--- src/rtl/memStage_settings.svh ---
// Memory stage address map
`ifndef MEMSTAGE_SETTINGS_SVH
`define MEMSTAGE_SETTINGS_SVH

// Data memory window, end exclusive
`define DM_START      32'h0000_0000
`define DM_END        32'h0000_3000
`define DM_WORDS      3072

// Timer windows, end exclusive
`define TIMER0_START  32'h0000_7F00
`define TIMER0_END    32'h0000_7F0C
`define TIMER1_START  32'h0000_7F10
`define TIMER1_END    32'h0000_7F1C

// Read-only count registers
`define TIMER0_COUNT  32'h0000_7F08
`define TIMER1_COUNT  32'h0000_7F18

// Coprocessor 0
`define EPC_RESET     32'h0000_3000
`define PRID_VALUE    32'h0001_8001
`define CP0_SR        5'd12
`define CP0_CAUSE     5'd13
`define CP0_EPC       5'd14
`define CP0_PRID      5'd15

`endif

--- src/rtl/memStagePkg.sv ---
// Memory stage shared types
package memStagePkg;

    // Operations seen by the memory stage
    typedef enum logic [3:0] {
        opNone = 4'd0,
        opLw   = 4'd1,
        opLh   = 4'd2,
        opLhu  = 4'd3,
        opLb   = 4'd4,
        opLbu  = 4'd5,
        opSw   = 4'd6,
        opSh   = 4'd7,
        opSb   = 4'd8,
        opMfc0 = 4'd9,
        opMtc0 = 4'd10,
        opEret = 4'd11
    } memOp;

    // Cause register exception code
    typedef logic [4:0] excCode;

    // Zero doubles as the interrupt code
    localparam excCode excNone  = 5'd0;
    localparam excCode excAdEL  = 5'd4;
    localparam excCode excAdES  = 5'd5;

    // Request to the pipeline controller
    typedef enum logic [1:0] {
        kernelNone   = 2'd0,
        kernelEntry  = 2'd1,
        kernelReturn = 2'd2
    } kernelOp;

    // Bundle from execute
    typedef struct packed {
        memOp        op;
        logic [31:0] pc;
        excCode      exc;
        logic [31:0] aluOut;
        logic [31:0] rtData;
        logic [4:0]  rtAddr;
        logic [4:0]  rdAddr;
        logic [4:0]  regWriteAddr;
        logic [31:0] regWriteData;
        logic [1:0]  tNew;
    } memInstr;

    // Word-addressed bus with byte lanes
    typedef struct packed {
        logic [29:0] wordAddr;
        logic [3:0]  byteEn;
        logic [31:0] wData;
    } memBusReq;

    // Bundle toward write-back
    typedef struct packed {
        memOp        op;
        logic [31:0] pc;
        logic [31:0] memWord;
        logic [1:0]  offset;
        logic [4:0]  regWriteAddr;
        logic [31:0] regWriteData;
        logic [1:0]  tNew;
    } wbBundle;

endpackage

--- src/rtl/memAccessCheck.sv ---
// Memory access lane and address check
`include "memStage_settings.svh"

module memAccessCheck (
    input  memStagePkg::memOp     op,
    input  logic [31:0]           addr,
    input  logic [31:0]           wData,
    output memStagePkg::memBusReq busReq,
    output logic [1:0]            offset,
    output memStagePkg::excCode   excOut
);

    logic isLoad;
    logic isStore;
    logic isWord;
    logic isHalf;
    logic isByte;
    logic inData;
    logic inTimer;
    logic isCount;
    logic fault;

    always_comb begin
        isLoad  = op inside {memStagePkg::opLw, memStagePkg::opLh, memStagePkg::opLhu,
                             memStagePkg::opLb, memStagePkg::opLbu};
        isStore = op inside {memStagePkg::opSw, memStagePkg::opSh, memStagePkg::opSb};
        isWord  = op inside {memStagePkg::opLw, memStagePkg::opSw};
        isHalf  = op inside {memStagePkg::opLh, memStagePkg::opLhu, memStagePkg::opSh};
        isByte  = op inside {memStagePkg::opLb, memStagePkg::opLbu, memStagePkg::opSb};

        // Single unsigned compare per window
        inData  = (addr - `DM_START) < (`DM_END - `DM_START);
        inTimer = ((addr - `TIMER0_START) < (`TIMER0_END - `TIMER0_START)) ||
                  ((addr - `TIMER1_START) < (`TIMER1_END - `TIMER1_START));
        isCount = (addr == `TIMER0_COUNT) || (addr == `TIMER1_COUNT);
    end

    assign offset = addr[1:0];

    // Lane enables and store data placement
    always_comb begin
        busReq.wordAddr = addr[31:2];
        busReq.byteEn   = 4'b0000;
        busReq.wData    = wData;
        case (op)
            memStagePkg::opSw: begin
                busReq.byteEn = 4'b1111;
            end
            memStagePkg::opSh: begin
                busReq.byteEn = addr[1] ? 4'b1100 : 4'b0011;
                busReq.wData  = wData << {addr[1], 4'b0000};
            end
            memStagePkg::opSb: begin
                busReq.byteEn = 4'b0001 << addr[1:0];
                busReq.wData  = wData << {addr[1:0], 3'b000};
            end
            default: begin
                busReq.byteEn = 4'b0000;
            end
        endcase
    end

    // Address errors
    always_comb begin
        fault = 1'b0;
        if (isWord && addr[1:0] != 2'b00)
            fault = 1'b1;
        if (isHalf && addr[0])
            fault = 1'b1;
        // Timer registers only take whole words
        if ((isHalf || isByte) && !inData)
            fault = 1'b1;
        if (!inData && !inTimer)
            fault = 1'b1;
        if (isStore && isCount)
            fault = 1'b1;

        if (fault && isStore)
            excOut = memStagePkg::excAdES;
        else if (fault && isLoad)
            excOut = memStagePkg::excAdEL;
        else
            excOut = memStagePkg::excNone;
    end

endmodule

--- config.mk ---
export PLATFORM = sky130hd
export DESIGN_NAME = memAccessCheck
export DESIGN_NICKNAME = d
export VERILOG_FILES = /design/src/rtl/memStagePkg.sv /design/src/rtl/memAccessCheck.sv
export VERILOG_INCLUDE_DIRS = /design/src /design/src/rtl
export SDC_FILE = /design/constraint.sdc
export NUM_CORES = 1
export LEC_CHECK = 0
export ABC_CLOCK_PERIOD_IN_PS = 2500
export BUFFER_PORTS_ARGS = -buffer_cell sky130_fd_sc_hd__buf_2
export CORE_MARGIN = 4
export CORE_UTILIZATION = 42
export DETAILED_ROUTE_END_ITERATION = 10
export PLACE_DENSITY = 0.81
export SLEW_MARGIN = 20
export SYNTH_ARGS = -nofsm -noshare
export SYNTH_HDL_FRONTEND = slang
export SYNTH_SLANG_ARGS = --single-unit
--- constraint.sdc ---
create_clock -name vclk -period 2.5
set_clock_uncertainty 0.1 [all_clocks]
set_input_delay 0.25 -clock vclk [all_inputs]
set_output_delay 0.25 -clock vclk [all_outputs]
set_load 0.02 [all_outputs]
==> summary.txt, run 1 <==
pwr dens: 186 nW/µm²
Startpoint Class: input port
Finished Layout Cells: 431
fillcell total: 382
crit-path leading delay family: compound AO/OA/AOI/OAI gates
worst setup margin: -0.0396 ns
Mapped Cells: 265
Total GRT Usage: 0.220
total grt overflow: 0
area post-placement: 2450 µm²
Register Area: 0 µm²
initial antenna violation count: 0
Starting Density: 0.445
sum of buffers and inverters on the critical path: 2
area delta synth->final: 40.1%
max cap viols: 0
fin util: 0.624
gpl congestion: 0.922
status: complete, but fails checks
fin area: 2550 µm²
HP Class: input port to primary output
antenna diode count: 0
first-pass GRT wire length: 10.0 mm
crit end category: primary output
dpl cells: 431
Routed Antenna Nets: 0
Via Count: 2585
Comb power frac: 1.000
relative slew slack: 0.608
Die X: 73.8 µm
fin crit period: 2.54 ns
crit-path most repeated cell: buf_2
slowest stage delay, CP: 0.55 ns
RSZ-0062 raised after global routing: yes
Vias/cell: 6.00
Crit Path Category: input port to primary output
post-synth top area share: 0.144
synth warn: 0
fin crit share: 1.02
Switching Fraction: 0.609
worst endpoint data arrival time: 2.19 ns
Yosys cell types: 62
Die Height: 73.8 µm
WL/cell: 15.9 µm
endpoints failing setup: 2
Tot Pwr: 0.475 mW
Slew @ Worst Pin: 0.586 ns
IO buf count: 138
Avg Cell Area, Syn: 6.87 µm²
failing checks: negative setup slack
Sequential Power Share: 0
power share of the clock group: 0
Core Area: 4090 µm²
number of global-route vias before repair: 2286
Synth area leader: buf_4
layout cells sized above 1: 0.499
sequential cells: 0
CP max stage cell: or4_4
Highest Clock Rate: 0.394 GHz
largest cells by area after synthesis: buf_4 (14%), mux2i_1 (11%), o22ai_1 (5.2%), nor2_1 (4.1%), nand2_1 (3.5%)
wirelength, routed: 6.87 mm
Mapped Area: 1820 µm²
Setup Slack @ Placement: -0.0155 ns
die area: 5450 µm²
Post-DP HPWL: 5.53 mm
IO Count: 141
Final Hold Vio Count: 0
most common cell after layout, fill and taps aside: buf_2
CP max FO: 4
First DRT Iteration DRCs: 202
DRC Markers: 0
nets@finish: 451
Worst VDD drop: 0.0829 mV
Final Max Slew Viols: 0
most frequent cells in the layout: buf_2 (136), buf_4 (25), nor2_1 (20), mux2i_1 (20), nand2_1 (17)
worst path required time: 2.15 ns
DRT Pass-1 Iters: 4
Sw Pwr: 0.289 mW
CP Cell Sequence: buf_2 > and4_4 > a2111oi_1 > o22ai_1 > or4_4 > o31ai_1 > nor3_1 > buf_2
site row count: 23
clk_buf instances: 0
LEAKAGE: 1.15 nW
Int Power: 0.186 mW
largest net degree at the start of global routing: 34
sequential area share after synthesis: 0
-- layer usage --
| layer | global-route usage | vias up | part of all wire |
|---|---|---|---|
| li1 | - | 1228 | - |
| met1 | 0.271 | 1185 | 0.37 |
| met2 | 0.406 | 151 | 0.50 |
| met3 | 0.0192 | 21 | 0.10 |
| met4 | 0.0543 | 0 | 0.027 |
| met5 | 0 | - | 0 |
-- logic make-up (layout without fill, tap and decap cells) --
family	after synthesis	after routing	synth area share
adder cells (fa/ha/maj)	1	1	0.00550
multiplexers	21	21	0.116
AND/OR/NAND/NOR	107	107	0.355
XOR/XNOR	1	1	0.00481
AO/OA/AOI/OAI	77	77	0.313
other	1	3	0.00206
buffers and inverters	57	171	0.203
-- through the flow --
step	setup TNS [ns]	hold slack [ns]
final	-0.0466	0.646
after global routing	-0.174	0.655
after CTS	0	0.649
after detailed placement	-0.0191	0.648
after global placement	0	0.645
after floorplan	0	0.513
-- timing repair --
item | 4_1_cts | 5_1_grt
endpoints found under the setup margin | 2 | 2
cloned | 0 | 0
pin swaps | 3 | 3
buffers inserted | 0 | 0
resized for setup | 3 | 19
hold buffers | 0 | 0
hold endpoints to repair | 0 | 0
-- worst paths after layout --
path / from / slack [ns] / endpoint / depth (start not counted)
hold / removal: addr[3] / 0.65 / busReq[37] / 2
setup / recovery: addr[10] / -0.04 / excOut[2] / 8
-- power groups by stage --
stage               clock, mW  sequential [mW]  combinational (mW)
finish                      0                0               0.475
CTS                         0                0               0.463
global placement            0                0               0.453
global route                0                0               0.510
floorplan                   0                0               0.291
detailed placement          0                0               0.460
-- cell usage after synthesis (8+ instances only) --
library cell,instances
o21ai_0,10
buf_4,35
nand2_1,17
a21oi_1,8
nor3_1,12
and2_1,10
nor2_1,20
mux2i_1,20
o22ai_1,15
-- area by class of cell --
cell class         count  area [µm²]  area share
multi-input cells    210        1540       0.605
repair buffers       165         922       0.361
well taps             50        62.6      0.0245
inverters              6        22.5     0.00883
(Power assumes the default switching activity.)
==> inputs of run 2 (changes only) <==
--- a/config.mk
+++ b/config.mk
@@ -8,8 +8,10 @@
 export LEC_CHECK = 0
 export ABC_CLOCK_PERIOD_IN_PS = 2500
 export BUFFER_PORTS_ARGS = -buffer_cell sky130_fd_sc_hd__buf_2
+export CELL_PAD_IN_SITES_DETAIL_PLACEMENT = 0
+export CELL_PAD_IN_SITES_GLOBAL_PLACEMENT = 1
 export CORE_MARGIN = 4
-export CORE_UTILIZATION = 42
+export CORE_UTILIZATION = 27
 export DETAILED_ROUTE_END_ITERATION = 10
 export PLACE_DENSITY = 0.81
 export SLEW_MARGIN = 20
==> summary.txt, run 2 (same netlist as run 1, synthesis figures left out) <==
CP max stage cell: nor4_4 (was or4_4)
Slew @ Worst Pin: 0.622 ns (was 0.586 ns)
DRC Markers: 0 (unchanged)
WL/cell: 15.5 µm (was 15.9 µm)
Final Hold Vio Count: 0 (unchanged)
Total GRT Usage: 0.160 (was 0.220)
Starting Density: 0.282 (was 0.445)
CP startpoint: addr[16] (was addr[10])
worst path required time: 2.15 ns (about the same)
Sw Pwr: 0.290 mW (was 0.289 mW)
RSZ-0062 raised after global routing: yes (unchanged)
most crowded layer after global routing: met2 (unchanged)
most frequent cells in the layout: buf_2 (135), buf_4 (34), nor2_1 (20), mux2i_1 (20), nand2_1 (17) (was buf_2 (136), buf_4 (25), nor2_1 (20), mux2i_1 (20), nand2_1 (17))
crit path capture: excOut[0] (was excOut[2])
setup TNS: 0 ns (was -0.0466 ns)
total grt overflow: 0 (unchanged)
fillcell total: 704 (was 382)
Crit Path Category: input port to primary output (unchanged)
CTS Hold Bufs: 0 (unchanged)
Startpoint Class: input port (unchanged)
largest net degree at the start of global routing: 27 (was 34)
power share of the clock group: 0 (about the same)
Die Height: 90.1 µm (was 73.8 µm)
Setup Slack @ Placement: -0.136 ns (was -0.0155 ns)
Highest Clock Rate: 0.400 GHz (was 0.394 GHz)
first-pass GRT wire length: 11.5 mm (was 10.0 mm)
sum of buffers and inverters on the critical path: 2 (unchanged)
LEAKAGE: 1.19 nW (was 1.15 nW)
DRT Pass-1 Iters: 4 (unchanged)
Hold Slack: 0.644 ns (was 0.646 ns)
Sequential Power Share: 0 (about the same)
endpoints failing setup: 0 (was 2)
antenna diode count: 0 (unchanged)
number of global-route vias before repair: 2466 (was 2286)
layout cells sized above 1: 0.515 (was 0.499)
Via Count: 2578 (was 2585)
fin crit share: 0.999 (was 1.02)
wirelength, routed: 7.20 mm (was 6.87 mm)
IO Count: 141 (unchanged)
slowest stage delay, CP: 0.41 ns (was 0.55 ns)
Switching Fraction: 0.602 (was 0.609)
met2 Use GR: 0.301 (was 0.406)
Int Power: 0.192 mW (was 0.186 mW)
fin crit period: 2.50 ns (was 2.54 ns)
initial antenna violation count: 0 (unchanged)
worst endpoint data arrival time: 2.15 ns (was 2.19 ns)
clk_buf instances: 0 (unchanged)
crit end category: primary output (unchanged)
relative slew slack: 0.584 (was 0.608)
sequential cells: 0 (unchanged)
max cap viols: 0 (unchanged)
CP max FO: 5 (was 4)
First DRT Iteration DRCs: 71 (was 202)
Post-DP HPWL: 6.01 mm (was 5.53 mm)
Register Area: 0 µm² (unchanged)
M1 GR Usage: 0.186 (was 0.271)
pwr dens: 182 nW/µm² (was 186 nW/µm²)
Routed Antenna Nets: 0 (unchanged)
Comb power frac: 1.000 (about the same)
Vias/cell: 5.54 (was 6.00)
worst setup margin: 0.00225 ns (was -0.0396 ns)
Worst VDD drop: 0.0694 mV (was 0.0829 mV)
IO buf count: 138 (unchanged)
gpl congestion: 0.916 (was 0.922)
Core Area: 6460 µm² (was 4090 µm²)
Final Max Slew Viols: 0 (unchanged)
HP Class: input port to primary output (unchanged)
area delta synth->final: 45.4% (was 40.1%)
crit-path leading delay family: simple AND/OR/NAND/NOR gates (was compound AO/OA/AOI/OAI gates)
GR Util met3: 0.0334 (was 0.0192)
CP Cell Sequence: buf_8 > nor4_4 > nand4_2 > o31a_1 > or3_4 > a2111oi_4 > nor3_1 > buf_2 (was buf_2 > and4_4 > a2111oi_1 > o22ai_1 > or4_4 > o31ai_1 > nor3_1 > buf_2)
Multi-input gate area: 1550 µm² (was 1540 µm²)
stages on the worst setup path: 8 (unchanged)
Die X: 90.1 µm (was 73.8 µm)
die area: 8120 µm² (was 5450 µm²)
nets@finish: 458 (was 451)
most common cell after layout, fill and taps aside: buf_2 (unchanged)
site row count: 29 (was 23)
status: finished, final reports clean (was complete, but fails checks)
run 2: what timing repair did:
item                       in CTS  in global routing
gates resized for setup         7                 18
pin swaps                       0                  3
buffers inserted                0                  1
setup endpoints to repair       2                  2
run 2: power by group through the flow:
stage	clock, mW	sequential (mW)	combinational [mW]
global placement	0	0	0.467
detailed placement	0	0	0.469
finish	0	0	0.482
global route	0	0	0.523
floorplan	0	0	0.291
CTS	0	0	0.475
run 2: final cells by class:
class              instances  share of cell area
inverters                  6             0.00851
multi-input cells        210               0.586
well taps                 77              0.0364
repair buffers           172               0.369
run 2: through the flow:
| stage | utilization | area [µm²] | cells | power (mW) |
|---|---|---|---|---|
| after floorplan | - | 1830 | 267 | 0.291 |
| after global placement | 0.392 | 2530 | 464 | 0.467 |
| after detailed placement | 0.392 | 2530 | 464 | 0.469 |
| after CTS | 0.398 | 2570 | 464 | 0.475 |
| after global routing | 0.410 | 2650 | 465 | 0.523 |
| final | 0.410 | 2650 | 465 | 0.482 |
run 2: worst min-delay path by stage:
stage	start	end	slack, ns	cells after the start
final	addr[3]	busReq[37]	0.64	2
after global placement	addr[3]	busReq[37]	0.65	2
after floorplan	addr[2]	busReq[36]	0.51	1
after CTS	addr[3]	busReq[37]	0.65	2
after detailed placement	addr[3]	busReq[37]	0.65	2
after global routing	addr[2]	busReq[36]	0.66	2
run 2: layer usage:
| metal | wire length [µm] | vias up | part of all wire |
|---|---|---|---|
| li1 | - | 1240 | - |
| met1 | 2870 | 1182 | 0.40 |
| met2 | 3550 | 145 | 0.49 |
| met3 | 666 | 11 | 0.092 |
| met4 | 115 | 0 | 0.016 |
| met5 | 0 | - | 0 |
==> inputs of run 3 (changes only) <==
--- a/config.mk
+++ b/config.mk
@@ -6,14 +6,15 @@
 export SDC_FILE = /design/constraint.sdc
 export NUM_CORES = 1
 export LEC_CHECK = 0
-export ABC_CLOCK_PERIOD_IN_PS = 2500
+export ABC_CLOCK_PERIOD_IN_PS = 3100
 export BUFFER_PORTS_ARGS = -buffer_cell sky130_fd_sc_hd__buf_2
 export CELL_PAD_IN_SITES_DETAIL_PLACEMENT = 0
 export CELL_PAD_IN_SITES_GLOBAL_PLACEMENT = 1
 export CORE_MARGIN = 4
-export CORE_UTILIZATION = 27
+export CORE_UTILIZATION = 29
 export DETAILED_ROUTE_END_ITERATION = 10
-export PLACE_DENSITY = 0.81
+export MAX_ROUTING_LAYER = met4
+export PLACE_DENSITY = 0.87
 export SLEW_MARGIN = 20
 export SYNTH_ARGS = -nofsm -noshare
 export SYNTH_HDL_FRONTEND = slang
==> constraint.sdc (replaced) <==
create_clock -name vclk -period 3.1
set_clock_uncertainty 0.1 [all_clocks]
set_input_delay 0.31 -clock vclk [all_inputs]
set_output_delay 0.31 -clock vclk [all_outputs]
set_load 0.02 [all_outputs]
==> summary.txt, run 3 (same netlist as run 1, synthesis figures left out) <==
relative slew slack: 0.582 (was 0.584)
dpl cells: 438 (was 464)
Via Count: 2455 (was 2578)
first-pass GRT wire length: 10.2 mm (was 11.5 mm)
Crit Path Category: input port to primary output (unchanged)
fin crit share: 0.878
CP max FO: 4 (was 5)
status: finished, final reports clean (unchanged)
Final Hold Vio Count: 0 (unchanged)
IO Count: 141 (unchanged)
sequential cells: 0 (unchanged)
HP Class: input port to primary output (unchanged)
Worst VDD drop: 0.0807 mV (was 0.0694 mV)
Core Area: 5990 µm² (was 6460 µm²)
Slew @ Worst Pin: 0.624 ns (was 0.622 ns)
Total GRT Usage: 0.163 (was 0.160)
die area: 7610 µm² (was 8120 µm²)
layout cells sized above 1: 0.446 (was 0.515)
fin area: 2360 µm² (was 2650 µm²)
Finished Layout Cells: 438 (was 465)
Startpoint Class: input port (unchanged)
Vias/cell: 5.61 (was 5.54)
Hold Slack: 0.774 ns (was 0.644 ns)
Post-DP HPWL: 5.43 mm (was 6.01 mm)
RSZ-0062 raised after global routing: no (was yes)
antenna diode count: 0 (unchanged)
clk_buf instances: 0 (unchanged)
crit end category: primary output (unchanged)
worst endpoint data arrival time: 2.31 ns (was 2.15 ns)
Sequential Power Share: 0 (about the same)
largest net degree at the start of global routing: 25 (was 27)
Highest Clock Rate: 0.367 GHz
worst setup margin: 0.379 ns (was 0.00225 ns)
Die X: 87.2 µm (was 90.1 µm)
Sw Pwr: 0.224 mW (was 0.290 mW)
endpoints failing setup: 0 (unchanged)
total grt overflow: 0 (unchanged)
Setup Slack @ Placement: 0.330 ns (was -0.136 ns)
LEAKAGE: 1.05 nW (was 1.19 nW)
area post-placement: 2360 µm² (was 2530 µm²)
most frequent cells in the layout: buf_2 (138), nor2_1 (20), mux2i_1 (20) (was buf_2 (135), buf_4 (34), nor2_1 (20), mux2i_1 (20), nand2_1 (17))
Post-CTS Setup Inserts: 0 (unchanged)
DRT Pass-1 Iters: 4 (unchanged)
most common cell after layout, fill and taps aside: buf_2 (unchanged)
wirelength, routed: 6.69 mm (was 7.20 mm)
Switching Fraction: 0.628 (was 0.602)
DRC Markers: 0 (unchanged)
Register Area: 0 µm² (unchanged)
Die Height: 87.2 µm (was 90.1 µm)
site row count: 28 (was 29)
number of global-route vias before repair: 2179 (was 2466)
power share of the clock group: 0 (about the same)
CTS resizes: 0 (was 7)
CTS Hold Bufs: 0 (unchanged)
worst path required time: 2.69 ns (was 2.15 ns)
initial antenna violation count: 0 (unchanged)
Int Power: 0.133 mW (was 0.192 mW)
Routed Antenna Nets: 0 (unchanged)
gpl congestion: 0.915 (was 0.916)
setup TNS: 0 ns (unchanged)
max cap viols: 0 (unchanged)
Final Max Slew Viols: 0 (unchanged)
fin util: 0.394 (was 0.410)
First DRT Iteration DRCs: 136 (was 71)
nets@finish: 433 (was 458)
IO buf count: 138 (unchanged)
Tot Pwr: 0.357 mW (was 0.482 mW)
WL/cell: 15.3 µm (was 15.5 µm)
fin crit period: 2.72 ns
Starting Density: 0.304 (was 0.282)
pwr dens: 151 nW/µm² (was 182 nW/µm²)
area delta synth->final: 29.6% (was 45.4%)
Comb power frac: 1.000 (about the same)
fillcell total: 665 (was 704)
-- run 3: power groups by stage --
stage          Sequential [mW]  Clock (mW)  Combinational, mW
2_1_floorplan                0           0              0.235
3_3_place_gp                 0           0              0.355
3_5_place_dp                 0           0              0.357
4_1_cts                      0           0              0.358
5_1_grt                      0           0              0.387
6_report                     0           0              0.357
-- run 3: area by class of cell --
class,count,area [µm²],share of cell area
Inverter,6,22.5,0.00955
Timing Repair Buffer,147,783,0.332
Multi-Input combinational cell,210,1460,0.619
Tap cell,75,93.8,0.0398
-- run 3: critical path, cell delays in order --
cell	delay, ns
buf_2	0.12
nor4_2	0.50
nor4_2	0.12
o31a_1	0.29
or3_4	0.34
a2111oi_4	0.38
nor3_1	0.09
buf_2	0.17
-- run 3: path summary, 6_finish.rpt --
| check | slack [ns] | to | cells after the start | from |
|---|---|---|---|---|
| setup / recovery | 0.38 | excOut[2] | 8 | addr[6] |
| hold / removal | 0.77 | busReq[36] | 2 | addr[2] |
-- run 3: per-layer routing --
| metal | vias up | global-route usage | wire length (µm) |
|---|---|---|---|
| met4 | 0 | 0.0167 | 80 |
| met5 | - | - | 0 |
| met1 | 1137 | 0.207 | 2800 |
| met2 | 119 | 0.295 | 3210 |
| li1 | 1193 | - | - |
| met3 | 6 | 0.00662 | 603 |
