### config.mk
export PLATFORM = sky130hd
export DESIGN_NAME = coprocessor0
export DESIGN_NICKNAME = d
export VERILOG_FILES = /design/src/rtl/memStagePkg.sv /design/src/rtl/coprocessor0.sv
export VERILOG_INCLUDE_DIRS = /design/src /design/src/rtl
export SDC_FILE = /design/constraint.sdc
export NUM_CORES = 1
export LEC_CHECK = 0
export ABC_AREA = 1
export BUFFER_PORTS_ARGS = -buffer_cell sky130_fd_sc_hd__buf_2
export CORE_MARGIN = 4
export CORE_UTILIZATION = 50
export CTS_CLUSTER_DIAMETER = 60
export DETAILED_ROUTE_END_ITERATION = 10
export GPL_ROUTABILITY_DRIVEN = 0
export PLACE_DENSITY = 0.85
export SKIP_CTS_REPAIR_TIMING = 1
export SLEW_MARGIN = 40
export SYNTH_ARGS = -nofsm -noshare
export SYNTH_HDL_FRONTEND = slang
export SYNTH_SLANG_ARGS = --single-unit
### constraint.sdc
create_clock -name clk -period 1.7 [get_ports clk]
set_input_delay 0.085 -clock clk [delete_from_list [all_inputs] [get_ports clk]]
set_output_delay 0.085 -clock clk [all_outputs]
set_load 0.01 [all_outputs]
### src/rtl/memStage_settings.svh
// Memory stage address map
`ifndef MEMSTAGE_SETTINGS_SVH
`define MEMSTAGE_SETTINGS_SVH

// Data memory window, end exclusive
`define DM_START      32'h0000_0000
`define DM_END        32'h0000_3000
`define DM_WORDS      3072

// Timer windows, end exclusive
`define TIMER0_START  32'h0000_7F00
`define TIMER0_END    32'h0000_7F0C
`define TIMER1_START  32'h0000_7F10
`define TIMER1_END    32'h0000_7F1C

// Read-only count registers
`define TIMER0_COUNT  32'h0000_7F08
`define TIMER1_COUNT  32'h0000_7F18

// Coprocessor 0
`define EPC_RESET     32'h0000_3000
`define PRID_VALUE    32'h0001_8001
`define CP0_SR        5'd12
`define CP0_CAUSE     5'd13
`define CP0_EPC       5'd14
`define CP0_PRID      5'd15

`endif

### src/rtl/memStagePkg.sv
// Memory stage shared types
package memStagePkg;

    // Operations seen by the memory stage
    typedef enum logic [3:0] {
        opNone = 4'd0,
        opLw   = 4'd1,
        opLh   = 4'd2,
        opLhu  = 4'd3,
        opLb   = 4'd4,
        opLbu  = 4'd5,
        opSw   = 4'd6,
        opSh   = 4'd7,
        opSb   = 4'd8,
        opMfc0 = 4'd9,
        opMtc0 = 4'd10,
        opEret = 4'd11
    } memOp;

    // Cause register exception code
    typedef logic [4:0] excCode;

    // Zero doubles as the interrupt code
    localparam excCode excNone  = 5'd0;
    localparam excCode excAdEL  = 5'd4;
    localparam excCode excAdES  = 5'd5;

    // Request to the pipeline controller
    typedef enum logic [1:0] {
        kernelNone   = 2'd0,
        kernelEntry  = 2'd1,
        kernelReturn = 2'd2
    } kernelOp;

    // Bundle from execute
    typedef struct packed {
        memOp        op;
        logic [31:0] pc;
        excCode      exc;
        logic [31:0] aluOut;
        logic [31:0] rtData;
        logic [4:0]  rtAddr;
        logic [4:0]  rdAddr;
        logic [4:0]  regWriteAddr;
        logic [31:0] regWriteData;
        logic [1:0]  tNew;
    } memInstr;

    // Word-addressed bus with byte lanes
    typedef struct packed {
        logic [29:0] wordAddr;
        logic [3:0]  byteEn;
        logic [31:0] wData;
    } memBusReq;

    // Bundle toward write-back
    typedef struct packed {
        memOp        op;
        logic [31:0] pc;
        logic [31:0] memWord;
        logic [1:0]  offset;
        logic [4:0]  regWriteAddr;
        logic [31:0] regWriteData;
        logic [1:0]  tNew;
    } wbBundle;

endpackage

### src/rtl/coprocessor0.sv
// Coprocessor 0 system registers
`include "memStage_settings.svh"

module coprocessor0 (
    input  logic                 clk,
    input  logic                 reset,
    input  memStagePkg::memOp    op,
    input  logic [4:0]           regId,
    input  logic [31:0]          wData,
    input  logic [31:0]          pc,
    input  logic                 inDelaySlot,
    input  logic [5:0]           hwInt,
    input  memStagePkg::excCode  exc,
    output memStagePkg::kernelOp kernelCtrl,
    output logic [29:0]          exceptionPc,
    output logic                 excInDelaySlot,
    output logic [31:0]          readData
);

    // Status fields
    logic [5:0]  im;
    logic        exl;
    logic        ie;

    // Cause fields
    logic [5:0]  ip;
    logic [4:0]  excField;
    logic        bd;

    logic [31:0] epc;
    logic [31:0] epcNext;
    logic [31:0] srWord;
    logic [31:0] causeWord;
    logic        interrupt;
    logic        entry;
    logic        isEret;

    assign srWord    = {16'b0, im, 8'b0, exl, ie};
    assign causeWord = {bd, 15'b0, ip, 3'b0, excField, 2'b00};

    // Interrupts are held off inside the handler
    assign interrupt = (|(im & hwInt)) && ie && !exl;
    assign entry     = interrupt || (exc != memStagePkg::excNone);
    assign isEret    = (op == memStagePkg::opEret);

    // Return to the branch when the fault sits in its delay slot
    assign epcNext = (inDelaySlot ? pc - 32'd4 : pc) & 32'hFFFF_FFFC;

    always_comb begin
        if (entry)
            kernelCtrl = memStagePkg::kernelEntry;
        else if (isEret)
            kernelCtrl = memStagePkg::kernelReturn;
        else
            kernelCtrl = memStagePkg::kernelNone;
    end

    assign exceptionPc    = entry ? epcNext[31:2] : epc[31:2];
    assign excInDelaySlot = entry ? inDelaySlot : 1'b0;

    // mfc0 read port
    always_comb begin
        readData = 32'd0;
        if (op == memStagePkg::opMfc0) begin
            case (regId)
                `CP0_SR:    readData = srWord;
                `CP0_CAUSE: readData = causeWord;
                `CP0_EPC:   readData = epc;
                `CP0_PRID:  readData = `PRID_VALUE;
                default:    readData = 32'd0;
            endcase
        end
    end

    always_ff @(posedge clk) begin
        if (reset) begin
            im       <= 6'b111111;
            exl      <= 1'b0;
            ie       <= 1'b1;
            ip       <= 6'b000000;
            excField <= 5'd0;
            bd       <= 1'b0;
            epc      <= `EPC_RESET;
        end else begin
            // Pending lines are sampled every cycle
            ip <= hwInt;
            if (entry) begin
                exl      <= 1'b1;
                excField <= interrupt ? memStagePkg::excNone : exc;
                bd       <= inDelaySlot;
                epc      <= epcNext;
            end else if (isEret) begin
                exl      <= 1'b0;
                excField <= 5'd0;
                bd       <= 1'b0;
            end else if (op == memStagePkg::opMtc0) begin
                if (regId == `CP0_SR)
                    {im, exl, ie} <= {wData[15:10], wData[1], wData[0]};
                else if (regId == `CP0_EPC)
                    epc <= {wData[31:2], 2'b00};
            end
        end
    end

endmodule

==> reports/results.ini, run 1 <==
[clock_tree]
cts_buffer_depth=2
cts.sinks=50
insertion_delay_ns=0.31
cts_tree=built
cts.reportedPaths.clkPinSlew_ns=0.10
htree_levels=2
cts_buffers=5
cts_root_buffer=clkbuf_8

[power_and_ir_drop]
leakagePower_nw=2.903
clkPwrFrac=0.294
combPwrFrac=0.253
ir_drop_mv=0.3950
power.internal_mw=1.924
sequentialPowerShare=0.453
p_switching_mw=0.8738
power_density_nw_per_um2=506.9
swShare=0.3123

[timing]
setup_viol=46
drv_slew=0
final-hold-violation-count=1
slew-limit-headroom=0.6620
max_freq_mhz=541.7
period_share=1.086
skew_ns=0.006278
tightest_slew_ns=0.5031
worst_slack_ns=-0.1459
setup_tns_ns=-3.769
rsz0062_at_grt=yes
whs_ns=-0.01022
finalCriticalPeriod_ns=1.846

[route]
wirelength_um=15290
first_pass_iters=7
avgRoutedWirePerCell_um=16.37
drc=0
num_vias=5234
viasPerCell=5.604
drt_iter0_markers=456
detail-route-antenna-nets=0

[worst_setup_path]
worst_setup_path_end_kind=output pin
r2r_start=im[1]
crit_required_ns=1.62
critPathLaunchType=flop
path_class=flop to output pin
cp_max_fo=36
worstPathArrival_ns=1.76
crit_start=ie

[grt]
grt_max_degree=40
first_global_vias=4378
antenna_found_initial=0
grt_pass1_wl_um=20270
grt.total_usage=0.2810
grt_remaining_overflow=0

[die]
die_h_um=95.54
pin_count=152
die-area_um2=9127
coreArea_um2=7331
rows=31
start_util=0.5226
dieWidth_um=95.54

[logic_synthesis]
ys_warn_count=0
synth_seq_area_share=0.2613
synth.distinct_cells=34
synth_nets=752
syn_area_um2=3831
synthCells=664
synth-seq-cells=50
synth_area_per_cell_um2=5.770

[final_layout]
area_growth_pct=44.09
multi_input_area_um2=2668
antenna_cells=0
final_area_um2=5520
drive_gt1_frac=0.3377
fin_nets=922
fill_cells=536
final-seq-area_um2=1008

[placement]
io_buffer_count=149
dpl.hpwl_um=10720
place_area_um2=4682
place_ws_ns=-0.007424

[status]
status=complete, but fails checks
violations=hold timing, setup timing

[hold_path]
hold_start=wData[8]
hold_class=primary input to flop

[flow_run]
drv_cap=0

==> per-layer routing <==
layer | share of wire | routed length (µm) | GRT usage | vias up
met5 | 0 | 0 | 0 | -
met4 | 0.042 | 647 | 0.1161 | 0
met1 | 0.37 | 5674 | 0.3605 | 2342
met3 | 0.10 | 1567 | 0.04262 | 57
met2 | 0.48 | 7403 | 0.4684 | 383
li1 | - | - | - | 2452
==> cells in the final DEF (no fill, tap or decap), drive strengths merged <==
| cell | netlist | routed |
|---|---|---|
| nand2 | 186 | 188 |
| buf | 15 | 181 |
| inv | 104 | 103 |
| nor2 | 77 | 77 |
| o21ai | 73 | 73 |
| nand3 | 66 | 66 |
| dfxtp | 50 | 50 |
| a21oi | 35 | 35 |
| nor3 | 24 | 24 |
| clkbuf | 10 | 11 |
| nand4 | 6 | 6 |
| o211ai | 5 | 5 |
| xor2 | 4 | 4 |
| o21bai | 3 | 3 |
| dlygate4sd3 | 0 | 2 |
| and2 | 1 | 1 |
| o2111ai | 1 | 1 |
| nand3b | 1 | 1 |
| clkinv | 0 | 1 |
| mux2i | 1 | 1 |
| or2 | 1 | 1 |
| ha | 1 | 1 |
==> cell usage after synthesis <==
cell type,count,share of area
nand2_1,178,0.17
o211ai_1,5,0.0098
a21oi_1,35,0.046
nor3_2,2,0.0052
nor2_1,69,0.068
o21ai_0,47,0.061
buf_1,1,0.00098
nand4_1,6,0.0098
o2111ai_1,1,0.0023
nor2_2,3,0.0049
nor3_1,22,0.029
nand2_4,3,0.0088
o21ai_4,1,0.0042
mux2i_1,1,0.0026
buf_6,6,0.018
buf_4,2,0.0039
xor2_1,4,0.0091
clkbuf_2,2,0.0026
dfxtp_1,50,0.26
inv_2,2,0.0020
nand3b_1,1,0.0020
nand3_2,3,0.0078
inv_1,100,0.098
buf_2,6,0.0078
or2_2,1,0.0016
nand3_1,63,0.082
o21ai_1,25,0.033
nor2_4,5,0.015
nand2_2,5,0.0082
inv_4,2,0.0033
clkbuf_1,8,0.0078
ha_1,1,0.0033
and2_1,1,0.0016
o21bai_1,3,0.0059
==> layout make-up <==
type,instances,share of cell area
multi-input combinational,487,0.4832
sequential,50,0.1827
clock buffer,8,0.01995
inverter,104,0.07344
tap,99,0.02244
timing repair buffer,186,0.2183
==> critical path: stages (launching register included) <==
cell,delay (ns)
dfxtp_2,0.37
inv_1,0.08
nor2_4,0.13
o21ai_4,0.08
buf_12,0.14
nand2_4,0.14
clkinv_8,0.15
nand2_1,0.15
nand2_4,0.07
buf_6,0.12
==> power by group through the flow <==
stage          clock network, mW  registers (mW)  logic [mW]
5_1_grt                    0.853            1.27       0.763
2_1_floorplan                  0            1.28       0.311
3_5_place_dp                   0            1.29       0.576
3_3_place_gp                   0            1.29       0.561
4_1_cts                    0.809            1.26       0.580
6_report                   0.824            1.27       0.708
==> metrics by stage <==
| step | cells | utilization | hold slack, ns | total power, mW |
|---|---|---|---|---|
| 2_1_floorplan | 664 | - | 0.1541 | 1.592 |
| 3_3_place_gp | 902 | 0.6387 | 0.3043 | 1.848 |
| 3_5_place_dp | 902 | 0.6387 | 0.3163 | 1.866 |
| 4_1_cts | 910 | 0.6537 | -0.01001 | 2.652 |
| 5_1_grt | 934 | 0.7530 | 0.005464 | 2.889 |
| 6_report | 934 | 0.7530 | -0.01022 | 2.798 |
==> flip-flops by register name (all words and copies together) (netlist names) <==
register,cells
im,6
exl,1
excField,5
ie,1
ip,6
bd,1
epc,30
==> cell families (layout without fill, tap and decap cells) <==
kind of cell / Yosys count / after routing / share of synthesized area
adder cells (fa/ha/maj): 1 / 1 / 0.003265
AO/OA/AOI/OAI: 117 / 117 / 0.1620
flip-flops: 50 / 50 / 0.2613
multiplexers: 1 / 1 / 0.002613
buffers and inverters: 129 / 298 / 0.1440
AND/OR/NAND/NOR: 362 / 364 / 0.4177
XOR/XNOR: 4 / 4 / 0.009143
==> worst paths after layout <==
check / end / slack, ns / cells after the start
worst min-delay path: epc[8] / -0.01 / 3
worst min register to register: excField[3] / 0.47 / 2
worst max-delay path: exceptionPc[29] / -0.15 / 9
worst max register to register: im[1] / -0.11 / 11
Power figures use the tool's default switching activity.
==> run 2, diff against run 1 <==
CORE_MARGIN = 2   (was 4)
==> run 2 against run 1 <==
  * The flow still finishes with violations (hold timing, setup timing)
  * Clock-buffer cell count fell by 3
  * Via count rose by 2.7%
  * Power rose by 2.3%
  * Sequential share of layout area rose by 0.079 points
  * Final cell count fell by 0.32%
  * Sequential power barely moved
  * Critical path type unchanged
  * Combinational power barely moved
  * Design area fell by 0.68%
  * Clock skew rose by 0.0039 ns
  * Worst setup slack got worse by 0.081 ns
  * Wire length fell by 0.88%
  * Clock power rose by 7.9%
==> reports/results.ini, run 2 (same netlist as run 1, synthesis figures left out) <==
[status]
status=complete, but fails checks
violations=hold timing, setup timing

[die]
pin_count=152  ; unchanged
die_h_um=91.54  ; -4.2%
dieWidth_um=91.54  ; -4.2%
die-area_um2=8379  ; -8.2%
start_util=0.5226  ; unchanged
coreArea_um2=7331  ; unchanged
rows=31  ; unchanged

[clock_tree]
cts_tree=built
cts.sinks=50  ; unchanged
cts.reportedPaths.clkPinSlew_ns=0.10  ; about the same
cts_root_buffer=clkbuf_8
cts_buffers=5  ; unchanged
insertion_delay_ns=0.32  ; about the same
cts_buffer_depth=2  ; unchanged
htree_levels=2  ; unchanged

[final_layout]
mostFrequentLayoutCell=nand2_1
area_growth_pct=43.11
drive_gt1_frac=0.3438  ; +0.006025
antenna_cells=0  ; unchanged
final_cells=931  ; -0.32%
fill_cells=538  ; +0.37%
fin_util=0.7479  ; -0.005121
largest_register_ffs=30  ; unchanged
largest_register=epc
reg_top3=epc (30), im (6), ip (6)
layout_common_cells=nand2_1 (166), buf_2 (145), inv_1 (100)
fin_nets=919  ; -0.33%

[worst_setup_path]
worstPathArrival_ns=1.84  ; +0.08 ns
rrSetupSlack_ns=-0.13  ; -0.02 ns
r2r_start=im[1]
slowest_delay_ns=0.35  ; -0.02 ns
r2r-end=epc[3]
reg2reg_depth=9  ; -2
critPathSlowestCell=dfxtp_2
crit_required_ns=1.62  ; about the same
worst_setup_path_end_kind=output pin
path_cells=nand2_2 -> nand3_2 -> o21ai_4 -> buf_12 -> nand2_8 -> buf_8 -> o21ai_1 -> buf_2
critPathLaunchType=flop
cp_max_fo=6  ; -83%
path_class=flop to output pin

[power_and_ir_drop]
ir_drop_mv=0.6570  ; +66%
p_switching_mw=0.9137  ; +4.6%
power.internal_mw=1.949  ; +1.3%
power_density_nw_per_um2=522.2  ; +3.0%
clkPwrFrac=0.311  ; +0.017
swShare=0.3192  ; +0.006878
sequentialPowerShare=0.443  ; -0.010
combPwrFrac=0.247  ; -0.006
leakagePower_nw=2.906  ; about the same

[grt]
grt_max_degree=37  ; -7.5%
grt_remaining_overflow=0  ; unchanged
antenna_found_initial=0  ; unchanged
first_global_vias=4508  ; +3.0%
grt_pass1_wl_um=20980  ; +3.5%
grt.total_usage=0.3070  ; +0.02597

[route]
num_vias=5375  ; +2.7%
drc=0  ; unchanged
viasPerCell=5.773  ; +3.0%
drt_iter0_markers=638  ; +40%
wirelength_um=15160  ; -0.88%
first_pass_iters=5  ; -2
avgRoutedWirePerCell_um=16.28  ; -0.56%
detail-route-antenna-nets=0  ; unchanged

[hold_path]
hold_class=primary input to flop
hold_end=ip[4]
hold_start=hwInt[4]
hold_depth=3  ; unchanged

[timing]
whs_ns=-0.02167  ; -0.01146 ns
slew-limit-headroom=0.6196  ; -0.04244
period_share=1.133  ; +0.04740
final-hold-violation-count=6  ; +5
finalCriticalPeriod_ns=1.927  ; +0.08058 ns
tightest_slew_ns=0.5707  ; +0.06753 ns
setup_viol=71  ; +54%
max_freq_mhz=519.1  ; -4.2%
drv_slew=0  ; unchanged
skew_ns=0.01014  ; +0.003859 ns
rsz0062_at_grt=yes
worst_slack_ns=-0.2265  ; -0.08058 ns

[flow_run]
drv_cap=0  ; unchanged

[placement]
io_buffer_count=149  ; unchanged
dpl.hpwl_um=10360  ; -3.3%
numPlacedInstances=903  ; +0.11%

run 2: worst max path at each step:
| stage | end | startpoint | depth (start not counted) |
|---|---|---|---|
| floorplan | exceptionPc[11] | im[3] | 7 |
| global placement | exceptionPc[16] | pc[2] | 12 |
| detailed placement | exceptionPc[16] | pc[2] | 12 |
| CTS | exceptionPc[23] | ie | 8 |
| global route | exceptionPc[12] | im[1] | 8 |
| finish | exceptionPc[12] | im[1] | 8 |
run 2: through the flow:
step / worst slack, ns / instance area, µm² / setup TNS (ns) / power, mW / hold WS (ns)
2_1_floorplan: 0.2961 / 3831 / 0 / 1.592 / 0.1541
3_3_place_gp: 0.08629 / 4664 / 0 / 1.846 / 0.3050
3_5_place_dp: 0.04026 / 4664 / 0 / 1.862 / 0.3166
4_1_cts: -0.2952 / 4777 / -5.963 / 2.711 / -0.01546
5_1_grt: -0.2504 / 5483 / -11.29 / 2.956 / 0.02219
6_report: -0.2265 / 5483 / -6.856 / 2.863 / -0.02167
run 2: routing by layer:
metal / up-vias / track usage / routed length, µm
met5: - / 0 / 0
met4: 0 / 0.1275 / 788
met3: 80 / 0.05311 / 1643
met2: 419 / 0.5116 / 7162
met1: 2426 / 0.3897 / 5565
li1: 2450 / - / -
run 2: power groups by stage:
stage | registers, mW | clock network [mW] | logic [mW]
floorplan | 1.28 | 0 | 0.311
global placement | 1.29 | 0 | 0.559
detailed placement | 1.29 | 0 | 0.572
CTS | 1.26 | 0.872 | 0.575
global route | 1.27 | 0.919 | 0.764
finish | 1.27 | 0.889 | 0.706
run 2: critical path, delay by kind of cell, from the launching register on:
| family | cells | cell delay [ns] |
|---|---|---|
| flip-flops | 1 | 0.35 |
| AO/OA/AOI/OAI | 2 | 0.35 |
| AND/OR/NAND/NOR | 3 | 0.27 |
| buffers and inverters | 3 | 0.53 |
run 2: layout make-up:
cell class,instances,area [µm²],share of cell area
Multi-Input combinational cell,487,2673,0.4874
Timing Repair Buffer,182,1154,0.2104
Sequential cell,50,1006,0.1835
Inverter,104,405.4,0.07394
Tap cell,99,123.9,0.02259
Clock buffer,5,68.82,0.01255
Clock inverter,3,43.79,0.007987
Timing Repair inverter,1,8.758,0.001597
==> run 3, diff against run 2 <==
SETUP_SLACK_MARGIN = 0.1   (was default)
==> run 3 against run 2 <==
  * The flow still finishes with violations (hold timing, setup timing)
  * Critical endpoint unchanged
  * Register-to-register slack barely moved
  * Clock skew shrank 0.0021 ns
  * Flip-flop and latch count unchanged
  * Highest routed layer unchanged
  * Global-route usage unchanged
  * Die area is the same
  * Largest cell class unchanged
  * Power fell by 0.38%
  * Worst setup slack improved by 0.0064 ns
  * Wire length fell by 0.42%
==> reports/results.ini, run 3 (same netlist as run 1, synthesis figures left out) <==
[grt]
grt_max_degree=37  ; unchanged
grt_remaining_overflow=0  ; unchanged
grt.total_usage=0.3070  ; unchanged
grt_pass1_wl_um=20980  ; unchanged
antenna_found_initial=0  ; unchanged
first_global_vias=4508  ; unchanged

[final_layout]
reg_top3=epc (30), im (6), ip (6)
final_cells=931  ; unchanged
final-seq-area_um2=1006  ; unchanged
antenna_cells=0  ; unchanged
fin_nets=919  ; unchanged
fill_cells=538  ; unchanged
area_growth_pct=43.11  ; unchanged
largest_register_ffs=30  ; unchanged
drive_gt1_frac=0.3438  ; unchanged
largest_register=epc
mostFrequentLayoutCell=nand2_1
layout_common_cells=nand2_1 (166), buf_2 (145), inv_1 (100)
fin_util=0.7479  ; unchanged
multi_input_area_um2=2673  ; unchanged

[power_and_ir_drop]
leakagePower_nw=2.906  ; unchanged
ir_drop_mv=0.6546  ; -0.36%
power_mw=2.852  ; -0.38%
power_density_nw_per_um2=520.2  ; -0.38%

[timing]
drv_slew=0  ; unchanged
setup_viol=71  ; unchanged
tightest_slew_ns=0.5683  ; -0.002350 ns
period_share=1.129  ; -0.003755
max_freq_mhz=520.8  ; +0.33%
whs_ns=-0.01494  ; +0.006730 ns
slew-limit-headroom=0.6211  ; +0.001567
final-hold-violation-count=3  ; -3
skew_ns=0.008022  ; -0.002115 ns
worst_slack_ns=-0.2201  ; +0.006384 ns
finalCriticalPeriod_ns=1.920  ; -0.006384 ns
rsz0062_at_grt=yes

[route]
avgRoutedWirePerCell_um=16.21  ; -0.42%
drt_iter0_markers=631  ; -1.1%
num_vias=5391  ; +0.30%
detail-route-antenna-nets=0  ; unchanged
drc=0  ; unchanged
wirelength_um=15100  ; -0.42%
viasPerCell=5.791  ; +0.30%
first_pass_iters=5  ; unchanged

[clock_tree]
cts_buffer_depth=2  ; unchanged
cts.reportedPaths.clkPinSlew_ns=0.10  ; about the same
htree_levels=2  ; unchanged
cts.sinks=50  ; unchanged
cts_root_buffer=clkbuf_8
cts_buffers=5  ; unchanged
cts_tree=built
insertion_delay_ns=0.31  ; about the same

[placement]
numPlacedInstances=903  ; unchanged
dpl.hpwl_um=10360  ; unchanged
place_ws_ns=0.04026  ; unchanged
io_buffer_count=149  ; unchanged

[die]
start_util=0.5226  ; unchanged
rows=31  ; unchanged
die_h_um=91.54  ; unchanged
die-area_um2=8379  ; unchanged
pin_count=152  ; unchanged
dieWidth_um=91.54  ; unchanged
coreArea_um2=7331  ; unchanged

[worst_setup_path]
worstPathArrival_ns=1.84  ; about the same
reg2reg_depth=9  ; unchanged
cp_max_fo=6  ; unchanged
crit_required_ns=1.62  ; about the same
path_class=flop to output pin
critPathLaunchType=flop
worst_setup_path_end_kind=output pin

[status]
violations=hold timing, setup timing
status=complete, but fails checks

[hold_path]
hold_class=primary input to flop
hold_depth=3  ; unchanged

[flow_run]
drv_cap=0  ; unchanged

-- run 3: cell counts in the layout (fill, tap and decap cells not counted) --
No cell type changed its count.
-- run 3: critical path, stage by stage (launching register included) --
cell     delay (ns)
dfxtp_2        0.35
nand2_2        0.06
nand3_2        0.11
o21ai_4        0.18
buf_12         0.16
nand2_8        0.10
buf_8          0.20
o21ai_1        0.17
buf_2          0.17
-- run 3: final cells by class --
class                   count  share of cell area
multi-input cells         487              0.4874
repair buffers            182              0.2104
flip-flops and latches     50              0.1835
inverters                 104             0.07394
well taps                  99             0.02259
clock buffers               5             0.01255
clock inverters             3            0.007987
repair inverters            1            0.001597
-- run 3: metal layers --
layer / share of wire / global-route usage / vias to the layer above
met5: 0 / 0 / -
met4: 0.056 / 0.1275 / 0
met3: 0.11 / 0.05311 / 81
met2: 0.47 / 0.5116 / 412
met1: 0.36 / 0.3897 / 2443
li1: - / - / 2455
-- run 3: final timing paths --
check,startpoint,to,slack (ns)
worst max-delay path,im[1],exceptionPc[12],-0.22
worst min register to register,excField[1],excField[1],0.48
worst max register to register,im[1],epc[3],-0.14
worst min-delay path,hwInt[4],ip[4],-0.01
-- run 3: metrics by stage --
stage          area [µm²]  TNS (ns)
6_report             5483    -6.764
5_1_grt              5483    -11.30
4_1_cts              4777    -5.963
3_5_place_dp         4664         0
3_3_place_gp         4664         0
2_1_floorplan        3831         0
-- run 3: power by group --
group	switching (mW)	internal [mW]
sequential	0.0348	1.23
clock	0.438	0.442
combinational	0.430	0.274
total	0.903	1.95
